$ cat config.mk
export PLATFORM = sky130hd
export DESIGN_NAME = snake_top
export DESIGN_NICKNAME = d
export VERILOG_FILES = /design/src/snake_pkg.sv /design/src/vga_pkg.sv /design/src/snake_ctrl.sv /design/src/snake_body.sv /design/src/food_gen.sv /design/src/pixel_render.sv /design/src/snake_top.sv
export SDC_FILE = /design/constraint.sdc
export NUM_CORES = 1
export LEC_CHECK = 0
export BUFFER_PORTS_ARGS = -buffer_cell sky130_fd_sc_hd__buf_2
export CORE_MARGIN = 5
export CORE_UTILIZATION = 55
export DETAILED_ROUTE_END_ITERATION = 12
export HOLD_SLACK_MARGIN = 0.05
export PLACE_DENSITY = 0.71
export SLEW_MARGIN = 20
export SYNTH_ARGS = -nofsm -noshare
export SYNTH_HDL_FRONTEND = slang
export SYNTH_SLANG_ARGS = --single-unit
$ cat constraint.sdc
create_clock -name clk -period 6.1 [get_ports clk]
set_input_delay 0 -clock clk [delete_from_list [all_inputs] [get_ports clk]]
set_output_delay 0 -clock clk [all_outputs]
set_load 0.01 [all_outputs]
$ cat src/snake_pkg.sv
`default_nettype none

package snake_pkg;

    typedef enum logic [2:0] {
        st_idle  = 3'd0,
        st_start = 3'd1,
        st_play  = 3'd2,
        st_over  = 3'd3,
        st_pause = 3'd4
    } game_state_t;

    typedef enum logic [1:0] {
        dir_right = 2'd0,
        dir_down  = 2'd1,
        dir_left  = 2'd2,
        dir_up    = 2'd3
    } dir_t;

    typedef enum logic [2:0] {
        key_hard = 3'd1,
        key_easy = 3'd3,
        key_mid  = 3'd5   // also pause, resume and acknowledge.
    } key_code_t;

    typedef enum logic [2:0] {
        steer_up    = 3'd1,
        steer_down  = 3'd2,
        steer_left  = 3'd3,
        steer_right = 3'd4
    } steer_code_t;

    localparam int max_len   = 10;
    localparam int start_len = 4;
    localparam int len_w     = 4;
    localparam int score_w   = 7;

    localparam int step_w    = 6;   // holds step_easy.
    localparam int step_easy = 60;
    localparam int step_mid  = 40;
    localparam int step_hard = 20;

    localparam int start_x   = 8;   // head cell, tail runs left.
    localparam int start_y   = 15;
    localparam int food_x0   = 15;
    localparam int food_y0   = 10;

endpackage

`default_nettype wire

$ cat src/vga_pkg.sv
`default_nettype none

package vga_pkg;

    localparam int hbp        = 144;   // back porch plus sync.
    localparam int vbp        = 31;

    localparam int cell_px    = 20;
    localparam int grid_w     = 32;
    localparam int grid_h     = 24;
    localparam int cx_w       = 5;
    localparam int cy_w       = 5;

    localparam int rgb_w      = 4;
    localparam logic [rgb_w-1:0] col_on  = '1;
    localparam logic [rgb_w-1:0] col_off = '0;

    // difficulty swatches on the idle screen, in cells.
    localparam int swatch_x0  = 5;
    localparam int swatch_y   = 12;
    localparam int swatch_gap = 10;

endpackage

`default_nettype wire

$ cat src/snake_ctrl.sv
`timescale 1ns/1ps
`default_nettype none

module snake_ctrl (
    input  logic                          clk,
    input  logic                          clr,
    input  snake_pkg::key_code_t          key,
    input  logic                          hit,
    input  logic                          eat,
    output snake_pkg::game_state_t        game_state,
    output logic                          step,
    output logic [snake_pkg::score_w-1:0] score
);
    import snake_pkg::*;

    game_state_t       state_nx;
    key_code_t         key_prev;
    logic              key_new;
    logic [1:0]        difficulty;
    logic [step_w-1:0] step_cnt;
    logic [step_w-1:0] step_period;

    assign key_new = (key != key_prev);   // act once per press.

    always_comb
    begin
        case (difficulty)
            2'd1:    step_period = step_w'(step_mid);
            2'd2:    step_period = step_w'(step_hard);
            default: step_period = step_w'(step_easy);
        endcase
    end

    always_comb
    begin
        state_nx = game_state;
        case (game_state)
            st_idle:
                if (key_new && (key == key_hard || key == key_easy || key == key_mid))
                    state_nx = st_start;
            st_start:
                state_nx = st_play;
            st_play:
                if (hit)
                    state_nx = st_over;
                else if (key_new && key == key_mid)
                    state_nx = st_pause;
            st_pause:
                if (key_new && key == key_mid)
                    state_nx = st_play;
            st_over:
                if (key_new && key == key_mid)
                    state_nx = st_idle;
            default:
                state_nx = st_idle;
        endcase
    end

    always_ff @(posedge clk or negedge clr)
    begin
        if (!clr)
        begin
            game_state <= st_idle;
            key_prev   <= key_code_t'(3'd0);
            difficulty <= 2'd0;
        end
        else
        begin
            game_state <= state_nx;
            key_prev   <= key;
            if (game_state == st_idle && key_new)
            begin
                case (key)
                    key_hard: difficulty <= 2'd2;
                    key_mid:  difficulty <= 2'd1;
                    key_easy: difficulty <= 2'd0;
                    default:  difficulty <= difficulty;
                endcase
            end
        end
    end

    always_ff @(posedge clk or negedge clr)
    begin
        if (!clr)
        begin
            step_cnt <= '0;
            step     <= 1'b0;
        end
        else
        begin
            step <= 1'b0;
            if (game_state == st_play)
            begin
                if (step_cnt == step_period - 1'b1)
                begin
                    step_cnt <= '0;
                    step     <= (state_nx == st_play);   // no tick into pause.
                end
                else
                    step_cnt <= step_cnt + 1'b1;
            end
            else if (game_state != st_pause)
                step_cnt <= '0;
        end
    end

    always_ff @(posedge clk or negedge clr)
    begin
        if (!clr)
            score <= '0;
        else if (game_state == st_start)
            score <= '0;
        else if (eat && score != '1)
            score <= score + 1'b1;   // saturates at 127.
    end

    a_step_in_play: assert property (@(posedge clk) disable iff (!clr)
        step |-> game_state == st_play);

    a_state_legal: assert property (@(posedge clk) disable iff (!clr)
        game_state inside {st_idle, st_start, st_play, st_pause, st_over});

endmodule

`default_nettype wire

$ cat src/snake_body.sv
`timescale 1ns/1ps
`default_nettype none

module snake_body (
    input  logic                                               clk,
    input  logic                                               clr,
    input  snake_pkg::game_state_t                             game_state,
    input  logic                                               step,
    input  logic                                               eat,
    input  snake_pkg::steer_code_t                             steer,
    output logic [snake_pkg::max_len-1:0][vga_pkg::cx_w-1:0]   seg_x,
    output logic [snake_pkg::max_len-1:0][vga_pkg::cy_w-1:0]   seg_y,
    output logic [snake_pkg::len_w-1:0]                        length,
    output logic                                               hit
);
    import snake_pkg::*;
    import vga_pkg::*;

    dir_t                         dir;
    logic [max_len-1:0][cx_w-1:0] init_x;
    logic [max_len-1:0][cy_w-1:0] init_y;
    logic [cx_w-1:0]              next_x;
    logic [cy_w-1:0]              next_y;
    logic                         wall;
    logic                         self_hit;

    always_comb
    begin
        for (int i = 0; i < max_len; i++)
        begin
            init_x[i] = (i < start_len) ? cx_w'(start_x - i) : '0;
            init_y[i] = (i < start_len) ? cy_w'(start_y) : '0;
        end
    end

    always_ff @(posedge clk or negedge clr)
    begin
        if (!clr)
            dir <= dir_right;
        else if (game_state == st_start)
            dir <= dir_right;
        else if (game_state == st_play)
        begin
            case (steer)   // reverse requests dropped.
                steer_up:    if (dir != dir_down)  dir <= dir_up;
                steer_down:  if (dir != dir_up)    dir <= dir_down;
                steer_left:  if (dir != dir_right) dir <= dir_left;
                steer_right: if (dir != dir_left)  dir <= dir_right;
                default:     dir <= dir;
            endcase
        end
    end

    always_comb
    begin
        next_x = seg_x[0];
        next_y = seg_y[0];
        wall   = 1'b0;
        case (dir)
            dir_right:
            begin
                next_x = seg_x[0] + 1'b1;
                wall   = (seg_x[0] == cx_w'(grid_w - 1));
            end
            dir_left:
            begin
                next_x = seg_x[0] - 1'b1;
                wall   = (seg_x[0] == '0);
            end
            dir_down:
            begin
                next_y = seg_y[0] + 1'b1;
                wall   = (seg_y[0] == cy_w'(grid_h - 1));
            end
            dir_up:
            begin
                next_y = seg_y[0] - 1'b1;
                wall   = (seg_y[0] == '0);
            end
        endcase
    end

    // the tail moves away on the same step, so it is not checked.
    always_comb
    begin
        self_hit = 1'b0;
        for (int i = 1; i < max_len; i++)
        begin
            if (i + 1 < int'(length) && seg_x[i] == next_x && seg_y[i] == next_y)
                self_hit = 1'b1;
        end
    end

    assign hit = step && (game_state == st_play) && (wall || self_hit);

    always_ff @(posedge clk or negedge clr)
    begin
        if (!clr)
        begin
            seg_x  <= init_x;
            seg_y  <= init_y;
            length <= len_w'(start_len);
        end
        else if (game_state == st_start)
        begin
            seg_x  <= init_x;
            seg_y  <= init_y;
            length <= len_w'(start_len);
        end
        else if (step && game_state == st_play && !hit)
        begin
            for (int i = max_len - 1; i > 0; i--)
            begin
                seg_x[i] <= seg_x[i-1];
                seg_y[i] <= seg_y[i-1];
            end
            seg_x[0] <= next_x;
            seg_y[0] <= next_y;
        end
        else if (eat && length < max_len)
        begin
            seg_x[length] <= seg_x[length - 1'b1];   // new tail on old tail.
            seg_y[length] <= seg_y[length - 1'b1];
            length        <= length + 1'b1;
        end
    end

    a_len_range: assert property (@(posedge clk) disable iff (!clr)
        length >= start_len && length <= max_len);

    a_head_in_grid: assert property (@(posedge clk) disable iff (!clr)
        step && game_state == st_play && !hit |=> seg_y[0] < grid_h);

endmodule

`default_nettype wire

$ cat src/food_gen.sv
`timescale 1ns/1ps
`default_nettype none

module food_gen (
    input  logic                       clk,
    input  logic                       clr,
    input  snake_pkg::game_state_t     game_state,
    input  logic [vga_pkg::cx_w-1:0]   head_x,
    input  logic [vga_pkg::cy_w-1:0]   head_y,
    output logic [vga_pkg::cx_w-1:0]   food_x,
    output logic [vga_pkg::cy_w-1:0]   food_y,
    output logic                       eat
);
    import snake_pkg::*;
    import vga_pkg::*;

    logic [cx_w-1:0] grid_x;
    logic [cy_w-1:0] grid_y;

    // free-running scan of the grid, used as the random source.
    always_ff @(posedge clk or negedge clr)
    begin
        if (!clr)
        begin
            grid_x <= '0;
            grid_y <= '0;
        end
        else if (grid_x == cx_w'(grid_w - 1))
        begin
            grid_x <= '0;
            if (grid_y == cy_w'(grid_h - 1))
                grid_y <= '0;
            else
                grid_y <= grid_y + 1'b1;
        end
        else
            grid_x <= grid_x + 1'b1;
    end

    assign eat = (game_state == st_play) && (head_x == food_x) && (head_y == food_y);

    always_ff @(posedge clk or negedge clr)
    begin
        if (!clr)
        begin
            food_x <= cx_w'(food_x0);
            food_y <= cy_w'(food_y0);
        end
        else if (eat)
        begin
            food_x <= grid_x;   // respawn.
            food_y <= grid_y;
        end
    end

    a_food_in_grid: assert property (@(posedge clk) disable iff (!clr)
        eat |=> food_y < grid_h);

endmodule

`default_nettype wire

$ cat src/pixel_render.sv
`timescale 1ns/1ps
`default_nettype none

module pixel_render (
    input  logic                                             vidon,
    input  logic [9:0]                                       hc,
    input  logic [9:0]                                       vc,
    input  snake_pkg::game_state_t                           game_state,
    input  logic [snake_pkg::max_len-1:0][vga_pkg::cx_w-1:0] seg_x,
    input  logic [snake_pkg::max_len-1:0][vga_pkg::cy_w-1:0] seg_y,
    input  logic [snake_pkg::len_w-1:0]                      length,
    input  logic [vga_pkg::cx_w-1:0]                         food_x,
    input  logic [vga_pkg::cy_w-1:0]                         food_y,
    output logic [vga_pkg::rgb_w-1:0]                        red,
    output logic [vga_pkg::rgb_w-1:0]                        green,
    output logic [vga_pkg::rgb_w-1:0]                        blue
);
    import snake_pkg::*;
    import vga_pkg::*;

    logic [9:0]      px;
    logic [9:0]      py;
    logic [9:0]      px_cell;
    logic [9:0]      py_cell;
    logic            in_grid;
    logic [cx_w-1:0] cell_x;
    logic [cy_w-1:0] cell_y;
    logic            is_swatch;
    logic            is_body;
    logic            is_food;
    logic [1:0]      swatch_col;
    logic [1:0]      body_col;

    assign px      = hc - 10'(hbp);
    assign py      = vc - 10'(vbp);
    assign px_cell = px / 10'(cell_px);
    assign py_cell = py / 10'(cell_px);
    assign in_grid = (hc >= 10'(hbp)) && (vc >= 10'(vbp))
                     && (px_cell < 10'(grid_w)) && (py_cell < 10'(grid_h));
    assign cell_x  = px_cell[cx_w-1:0];
    assign cell_y  = py_cell[cy_w-1:0];

    always_comb
    begin
        is_swatch  = 1'b0;
        swatch_col = 2'd0;
        for (int k = 0; k < 3; k++)
        begin
            if (cell_x == cx_w'(swatch_x0 + k * swatch_gap) && cell_y == cy_w'(swatch_y))
            begin
                is_swatch  = 1'b1;
                swatch_col = 2'(k);
            end
        end
    end

    // walk downwards so the lowest segment index wins.
    always_comb
    begin
        is_body  = 1'b0;
        body_col = 2'd0;
        for (int i = max_len - 1; i >= 0; i--)
        begin
            if (i < int'(length) && seg_x[i] == cell_x && seg_y[i] == cell_y)
            begin
                is_body  = 1'b1;
                body_col = 2'(i % 3);
            end
        end
    end

    assign is_food = (food_x == cell_x) && (food_y == cell_y);

    always_comb
    begin
        red   = col_off;
        green = col_off;
        blue  = col_off;
        if (vidon && in_grid)
        begin
            if (game_state == st_idle)
            begin
                if (is_swatch)
                begin
                    case (swatch_col)
                        2'd0:    green = col_on;
                        2'd1:    blue  = col_on;
                        default: red   = col_on;
                    endcase
                end
            end
            else if (is_body)
            begin
                case (body_col)
                    2'd0:
                    begin
                        red   = col_on;   // white.
                        green = col_on;
                        blue  = col_on;
                    end
                    2'd1:    blue = col_on;
                    default: red  = col_on;
                endcase
            end
            else if (is_food)
                green = col_on;
        end
    end

endmodule

`default_nettype wire

$ cat src/snake_top.sv
`timescale 1ns/1ps
`default_nettype none

module snake_top (
    input  logic                          clk,
    input  logic                          clr,
    input  logic                          vidon,
    input  logic [9:0]                    hc,
    input  logic [9:0]                    vc,
    input  snake_pkg::key_code_t          key,
    input  snake_pkg::steer_code_t        steer,
    output logic [vga_pkg::rgb_w-1:0]     red,
    output logic [vga_pkg::rgb_w-1:0]     green,
    output logic [vga_pkg::rgb_w-1:0]     blue,
    output logic [snake_pkg::score_w-1:0] score,
    output snake_pkg::game_state_t        game_state
);
    import snake_pkg::*;
    import vga_pkg::*;

    logic                         step;
    logic                         hit;
    logic                         eat;
    logic [max_len-1:0][cx_w-1:0] seg_x;
    logic [max_len-1:0][cy_w-1:0] seg_y;
    logic [len_w-1:0]             length;
    logic [cx_w-1:0]              head_x;
    logic [cy_w-1:0]              head_y;
    logic [cx_w-1:0]              food_x;
    logic [cy_w-1:0]              food_y;

    assign head_x = seg_x[0];
    assign head_y = seg_y[0];

    snake_ctrl u_ctrl (
        .clk        (clk),
        .clr        (clr),
        .key        (key),
        .hit        (hit),
        .eat        (eat),
        .game_state (game_state),
        .step       (step),
        .score      (score)
    );

    snake_body u_body (
        .clk        (clk),
        .clr        (clr),
        .game_state (game_state),
        .step       (step),
        .eat        (eat),
        .steer      (steer),
        .seg_x      (seg_x),
        .seg_y      (seg_y),
        .length     (length),
        .hit        (hit)
    );

    food_gen u_food (
        .clk        (clk),
        .clr        (clr),
        .game_state (game_state),
        .head_x     (head_x),
        .head_y     (head_y),
        .food_x     (food_x),
        .food_y     (food_y),
        .eat        (eat)
    );

    pixel_render u_render (
        .vidon      (vidon),
        .hc         (hc),
        .vc         (vc),
        .game_state (game_state),
        .seg_x      (seg_x),
        .seg_y      (seg_y),
        .length     (length),
        .food_x     (food_x),
        .food_y     (food_y),
        .red        (red),
        .green      (green),
        .blue       (blue)
    );

endmodule

`default_nettype wire

==> results.toml, run 1 <==
[clock_network]
insertion_delay_ns = 0.44
postCtsHoldBufs = 8
clock-sinks = 148
cts_buffers = 17
htreeDepth = 4
cts_resized = 0
cts-root-buf = "clkbuf_16"
cts_tree = "done"
clkTransAtPathRegs_ns = 0.07
postCtsSetupBuffers = 0
cts.path.max_buffers = 2

[routing]
routed_wl_um = 41800
ant_nets = 0
routed-via-count = 12800
drt-wirelength-per-cell_um = 21.8
drc = 0
routed_via_density = 6.65
drt_iter0_drc = 1546
dr.pass1.iters = 5

[critical_path]
path_cells = "buf_2, inv_1, ha_1, xnor2_1, and3_1, nor2_1, o32ai_1, o21a_1, a21oi_1, o32ai_2, o21ai_0, a2111oi_0, o2111ai_1, nand2_1, o31a_1, o21ai_2, o32ai_1, buf_2"
setup.worst_path.class = "in -> out"
arrival_ns = 5.42
crit_fanout = 15
max_stage_delay_ns = 0.81
endpoint_kind = "primary output"
critPathRequiredTime_ns = 6.10
cp-start-kind = "input pin"
slowest_stage = "o32ai_2"

[grt]
grt_pass1_vias = 12000
grt_max_degree = 148
grt-ovfl-total = 0
antenna_found_initial = 0
grt_usage = 0.295
grt_pass1_wl_um = 67000

[layout]
stdcell_count = 1922
fin_area_mm2 = 0.0146
final_core_util = 0.600
area_growth_pct = 7.77
drive_gt1_frac = 0.145
final_nets = 1636

[floorplanning]
core_area_mm2 = 0.0242
dieArea_mm2 = 0.0278
die_h_um = 167
ios = 51
start_util = 0.557
rows = 57
die_w_um = 167

[logic_synthesis]
synth.area.top_cells = "dfrtp_1 22%, xnor2_1 8.6%, xor2_1 6.2%"
syn-num-nets = 1660
synthTopCellsByCount = "179 x nand2_1, 132 x xnor2_1, 117 x dfrtp_1, 106 x nor2_1, 96 x xor2_1"
netlist_instances = 1608
synth.distinct_cells = 107
synthesis.area_mm2 = 0.0135
async_flop_share = 1.00
yosysMostFrequentCell = "nand2_1"
ys_seq_elements = 148
ys_warn_count = 0
synth_flop_cell = "dfrtp_1"
yosysSeqAreaShare = 0.277
synth_top_area_share = 0.217
syn_avg_cell_area_um2 = 8.40
yosysTopAreaCell = "dfrtp_1"
synth_edf_count = 0

[outcome]
outcome = "complete, no violations"

[pwr]
ir_worst_vdd_uv = 291
powerDensity_mw_per_mm2 = 436
leakage_uw = 0.00528

[place]
dp_cells = 1881
pre_cts_slack_ns = 0.811
routabilityCongestion = 0.973
dp_hpwl_um = 29500
portBuffers = 50
postPlaceCellArea_mm2 = 0.0138

[timing]
setup_violations = 0
maxSlewHeadroom = 0.183
setup_slack_ns = 0.682
worst_slew_pin_slew_ns = 1.23
max_freq_ghz = 0.185
fin_crit_ns = 5.42
rsz0062_at_grt = "false"
fin_tns_setup_ns = 0
post-route-period-util = 0.888
hold_violations = 0
fin_worst_skew_ns = 0.0175
drv_slew = 0

[worst_hold_path]
hp-class = "in -> async"

[job]
max_cap_viol_count = 0
## logic make-up after synthesis
group / count (synthesis) / share of synthesized area
and+or+nand+nor: 560 / 0.207
AOI/OAI and AO/OA: 434 / 0.225
xor gates and xnor gates: 232 / 0.153
DFF: 148 / 0.277
buffers and inverters: 147 / 0.0473
muxes: 63 / 0.0686
adders and majority gates: 24 / 0.0232
## sequential cells by signal, summed over array words and instances, names as in the netlist
register,count
u_body.dir,2
u_body.length,4
u_body.seg_x,50
u_body.seg_y,50
u_ctrl.difficulty,2
u_ctrl.game_state,3
u_ctrl.key_prev,3
u_ctrl.score,7
u_ctrl.step,1
u_ctrl.step_cnt,6
u_food.food_x,5
u_food.food_y,5
u_food.grid_x,5
u_food.grid_y,5
## worst max-delay path: cells and delay by family
family / cells / cell delay [ns]
xor+xnor: 1 / 0.41
buf+inv: 3 / 0.63
simple gates: 3 / 0.57
compound gates: 10 / 3.45
fa+ha+maj: 1 / 0.35
## power by group
group          leakage (uW)  internal (uW)  switching (uW)
registers           0.00179           1330             673
clock network      0.000300            675             457
logic               0.00319           1400            1810
## path summary, 6_finish.rpt
| kind | slack (ns) | startpoint | endpoint | cells after the start |
|---|---|---|---|---|
| max | 0.68 | hc[4] | blue[3] | 18 |
| min | 0.18 | clr | u_body.seg_x[38]$_DFFE_PN0P_ | 2 |
| max reg2reg | 0.87 | u_body.seg_y[0]$_DFFE_PN1P_ | u_body.seg_y[28]$_DFFE_PN0P_ | 14 |
| min reg2reg | 0.49 | u_food.grid_x[0]$_DFF_PN0_ | u_food.grid_x[0]$_DFF_PN0_ | 1 |
| max in group asynchronous | 4.58 | clr | u_body.length[0]$_DFFE_PN0P_ | 3 |
| min in group clk | 0.18 | steer[2] | u_body.dir[0]$_DFFE_PN0P_ | 4 |
## placed cells by master (no fill, tap or decap), types with 24 or more instances in the layout
| cell type | instances |
|---|---|
| buf_4 | 24 |
| or3_1 | 37 |
| nand4_1 | 33 |
| buf_2 | 49 |
| a31oi_1 | 34 |
| dfstp_2 | 31 |
| xor2_1 | 96 |
| xnor2_1 | 132 |
| nand2_1 | 179 |
| dfrtp_1 | 116 |
| a21oi_1 | 83 |
| nor3_1 | 44 |
| o211ai_1 | 67 |
| o21ai_0 | 72 |
| nand3_1 | 48 |
| nor2_1 | 105 |
| o21a_1 | 43 |
## through the flow
step / total power [uW] / hold WS, ns
after floorplan: 4190 / -0.296
after detailed placement: 5110 / 0.134
after global placement: 5010 / 0.130
after CTS: 6270 / 0.141
final: 6350 / 0.180
after global routing: 6690 / 0.202
## routing by layer
metal  global-route usage  wire, um  part of all wire
met1                0.401     17300              0.41
met2                0.465     19000              0.46
met3               0.0548      3720             0.089
met4                0.126      1820             0.043
met5                    0         0                 0
## cell type report
type                       count  area [um^2]
antenna                        1         2.50
clock inverter                12          169
timing repair buffer          83          537
sequential                   148         3740
multi-input combinational   1313         9170
fill                        2169         9690
inverter                      21         78.8
tap                          324          405
clock buffer                  20          457
Power figures use the tool's default switching activity.
==> run 2, diff against run 1 <==
--- a/config.mk
+++ b/config.mk
@@ -9,9 +9,9 @@
 export CORE_MARGIN = 5
 export CORE_UTILIZATION = 55
 export DETAILED_ROUTE_END_ITERATION = 12
+export GPL_TIMING_DRIVEN = 0
 export HOLD_SLACK_MARGIN = 0.05
 export PLACE_DENSITY = 0.71
-export SLEW_MARGIN = 20
 export SYNTH_ARGS = -nofsm -noshare
 export SYNTH_HDL_FRONTEND = slang
 export SYNTH_SLANG_ARGS = --single-unit
==> run 2 against run 1 <==
Net effect:
- first-iteration DRC count is 4.6% lower
- clock skew grew 0.0024 ns
- maximum frequency shrank 9.9%
- die area unchanged
- flip-flop and latch count stayed put
- cell count increased by 5.7%
- critical path type is now reg -> reg
==> results.toml, run 2 (synthesized netlist as in run 1, its figures left out) <==
[worst_hold_path]
hp-class = "in -> async"

[place]
pre_cts_slack_ns = -1.49
dp_hpwl_um = 36000
portBuffers = 46
routabilityCongestion = 0.988

[floorplanning]
rows = 57
ios = 51
core_area_mm2 = 0.0242
die_w_um = 167
die_h_um = 167
start_util = 0.557
dieArea_mm2 = 0.0278

[timing]
hold_violations = 0
post-route-period-util = 0.986
maxSlewHeadroom = 0.130
worst_slew_pin_slew_ns = 1.31
fin_crit_ns = 6.01
max_freq_ghz = 0.166
rsz0062_at_grt = "false"
setup_violations = 0
setup_slack_ns = 0.0881
drv_slew = 0
fin_worst_skew_ns = 0.0200

[layout]
final_core_util = 0.622
mostFrequentLayoutCell = "nand2_1"
regArea_mm2 = 0.00374
top_regs = "u_body.seg_x: 50 flops, u_body.seg_y: 50 flops, u_ctrl.score: 7 flops"
multi_input_area_mm2 = 0.00921
area_growth_pct = 11.6
final_nets = 1747
fill_cells = 2186
layout_common_cells = "179 x nand2_1, 132 x xnor2_1, 117 x dfrtp_1, 105 x nor2_1, 96 x xor2_1"
n_antenna_cell = 0
drive_gt1_frac = 0.156

[critical_path]
setup.worst_path.class = "reg -> reg"
cp-start-kind = "flop"
path_cells = "clkbuf_1, clkbuf_2, clkbuf_2, and2_1, ha_1, a21o_1, a21oi_1, xor2_1, nor2_1, xnor2_4, buf_12, xnor2_1, nor4_1, nor4_2, nand4_1, nor2_2, clkbuf_2, clkbuf_2, clkbuf_1, nand2_1, o211ai_1"
crit_fanout = 10
endpoint_kind = "flop"
crit_top_cell = "clkbuf_2"
slowest_stage = "nor4_2"
max_stage_delay_ns = 0.50
arrival_ns = 6.35
critPathRequiredTime_ns = 6.44

[grt]
grt_max_degree = 87
grt-ovfl-total = 0
grt_pass1_vias = 13000
grt_pass1_wl_um = 76200
antenna_found_initial = 0
grt_usage = 0.345

[clock_network]
cts_tree = "done"
insertion_delay_ns = 0.45
cts_buffers = 17
clkTransAtPathRegs_ns = 0.08
clock-sinks = 148
cts.path.max_buffers = 2
cts-root-buf = "clkbuf_16"
htreeDepth = 4

[pwr]
switching_share = 0.482
p_sw_uw = 3230
p_seq_frac = 0.283
leakage_uw = 0.00553
ir_worst_vdd_uv = 265
intPower_uw = 3460
powerDensity_mw_per_mm2 = 444
p_clk_frac = 0.166
combinationalPowerShare = 0.552

[routing]
drt-wirelength-per-cell_um = 24.1
routed_wl_um = 49000
ant_nets = 0
dr.pass1.iters = 7
drt_iter0_drc = 1475
routed-via-count = 13500
routed_via_density = 6.65
drc = 0

[outcome]
outcome = "complete, no violations"

[job]
max_cap_viol_count = 0
run 2: cell types whose count changed in the layout (fill, tap and decap cells not counted), sizes merged:
cell           previous run  this run
buf                      75       105
clkinvlp                  2         1
bufinv                    3         1
inv                      26        30
dlygate4sd3               8        10
diode                     1         0
clkdlybuf4s15             0         1
clkbuf                   20        96
clkinv                    2         3
run 2: stage by stage:
step                cells  hold WS, ns  setup TNS, ns  area, um^2  total power, uW
floorplan            1608       -0.296              0       13500             4190
global placement     1978        0.162        -128.51       14100             5170
detailed placement   1980       0.0236        -128.31       14200             5230
CTS                  2023        0.126              0       15000             6420
global route         2032        0.169              0       15100             7000
finish               2032       0.0954              0       15100             6690
run 2: cell type report:
type                            count  area share
Buffer                            126      0.0387
Tap cell                          324      0.0269
Clock buffer                       18      0.0285
Inverter                           21     0.00523
Clock inverter                     14      0.0105
Sequential cell                   148       0.248
Timing Repair Buffer               68      0.0313
Multi-Input combinational cell   1313       0.611
run 2: metal layers:
metal | wire, um | vias up | track usage
met4 | 2470 | 0 | 0.158
met3 | 4570 | 188 | 0.0870
met5 | 0 | - | 0
met2 | 22000 | 745 | 0.547
met1 | 19900 | 6518 | 0.446
li1 | - | 6063 | -
run 2: worst max-delay path, delay by kind of cell, from the launching register on:
| kind | cells | cell delay [ns] |
|---|---|---|
| DFF | 1 | 0.33 |
| and+or+nand+nor | 7 | 1.92 |
| adders and majority gates | 1 | 0.32 |
| xor gates and xnor gates | 3 | 0.40 |
| buffers and inverters | 7 | 2.38 |
| AOI/OAI and AO/OA | 3 | 0.52 |
run 2: path summary, 6_finish.rpt:
check                                      startpoint                      endpoint  slack [ns]  cells after the start
max                         u_body.dir[0]$_DFFE_PN0P_  u_body.seg_y[10]$_DFFE_PN1P_        0.09                     21
min                                               clr  u_body.seg_x[37]$_DFFE_PN0P_         0.1                      2
max reg2reg                 u_body.dir[0]$_DFFE_PN0P_  u_body.seg_y[10]$_DFFE_PN1P_        0.09                     21
min reg2reg                u_food.grid_x[0]$_DFF_PN0_    u_food.grid_x[0]$_DFF_PN0_        0.51                      1
max in group asynchronous                         clr  u_food.food_y[3]$_DFFE_PN1P_        5.09                      3
min in group clk                             steer[2]     u_body.dir[1]$_DFFE_PN0P_        0.16                      4
run 2: power by group through the flow:
stage,clock [uW],combinational [uW],sequential (uW)
2_1_floorplan,0,2530,1660
3_3_place_gp,0,3300,1870
3_5_place_dp,0,3360,1870
4_1_cts,1100,3460,1850
5_1_grt,1160,3940,1910
6_report,1110,3690,1890
run 2: timing repair:
| item | CTS | global route |
|---|---|---|
| gates resized for setup | 19 | 9 |
| pin swaps | 1 | 2 |
| hold buffers | 10 | 0 |
| setup endpoints to repair | 118 | 99 |
| buffers inserted | 1 | 8 |
| hold endpoints to repair | 69 | 0 |
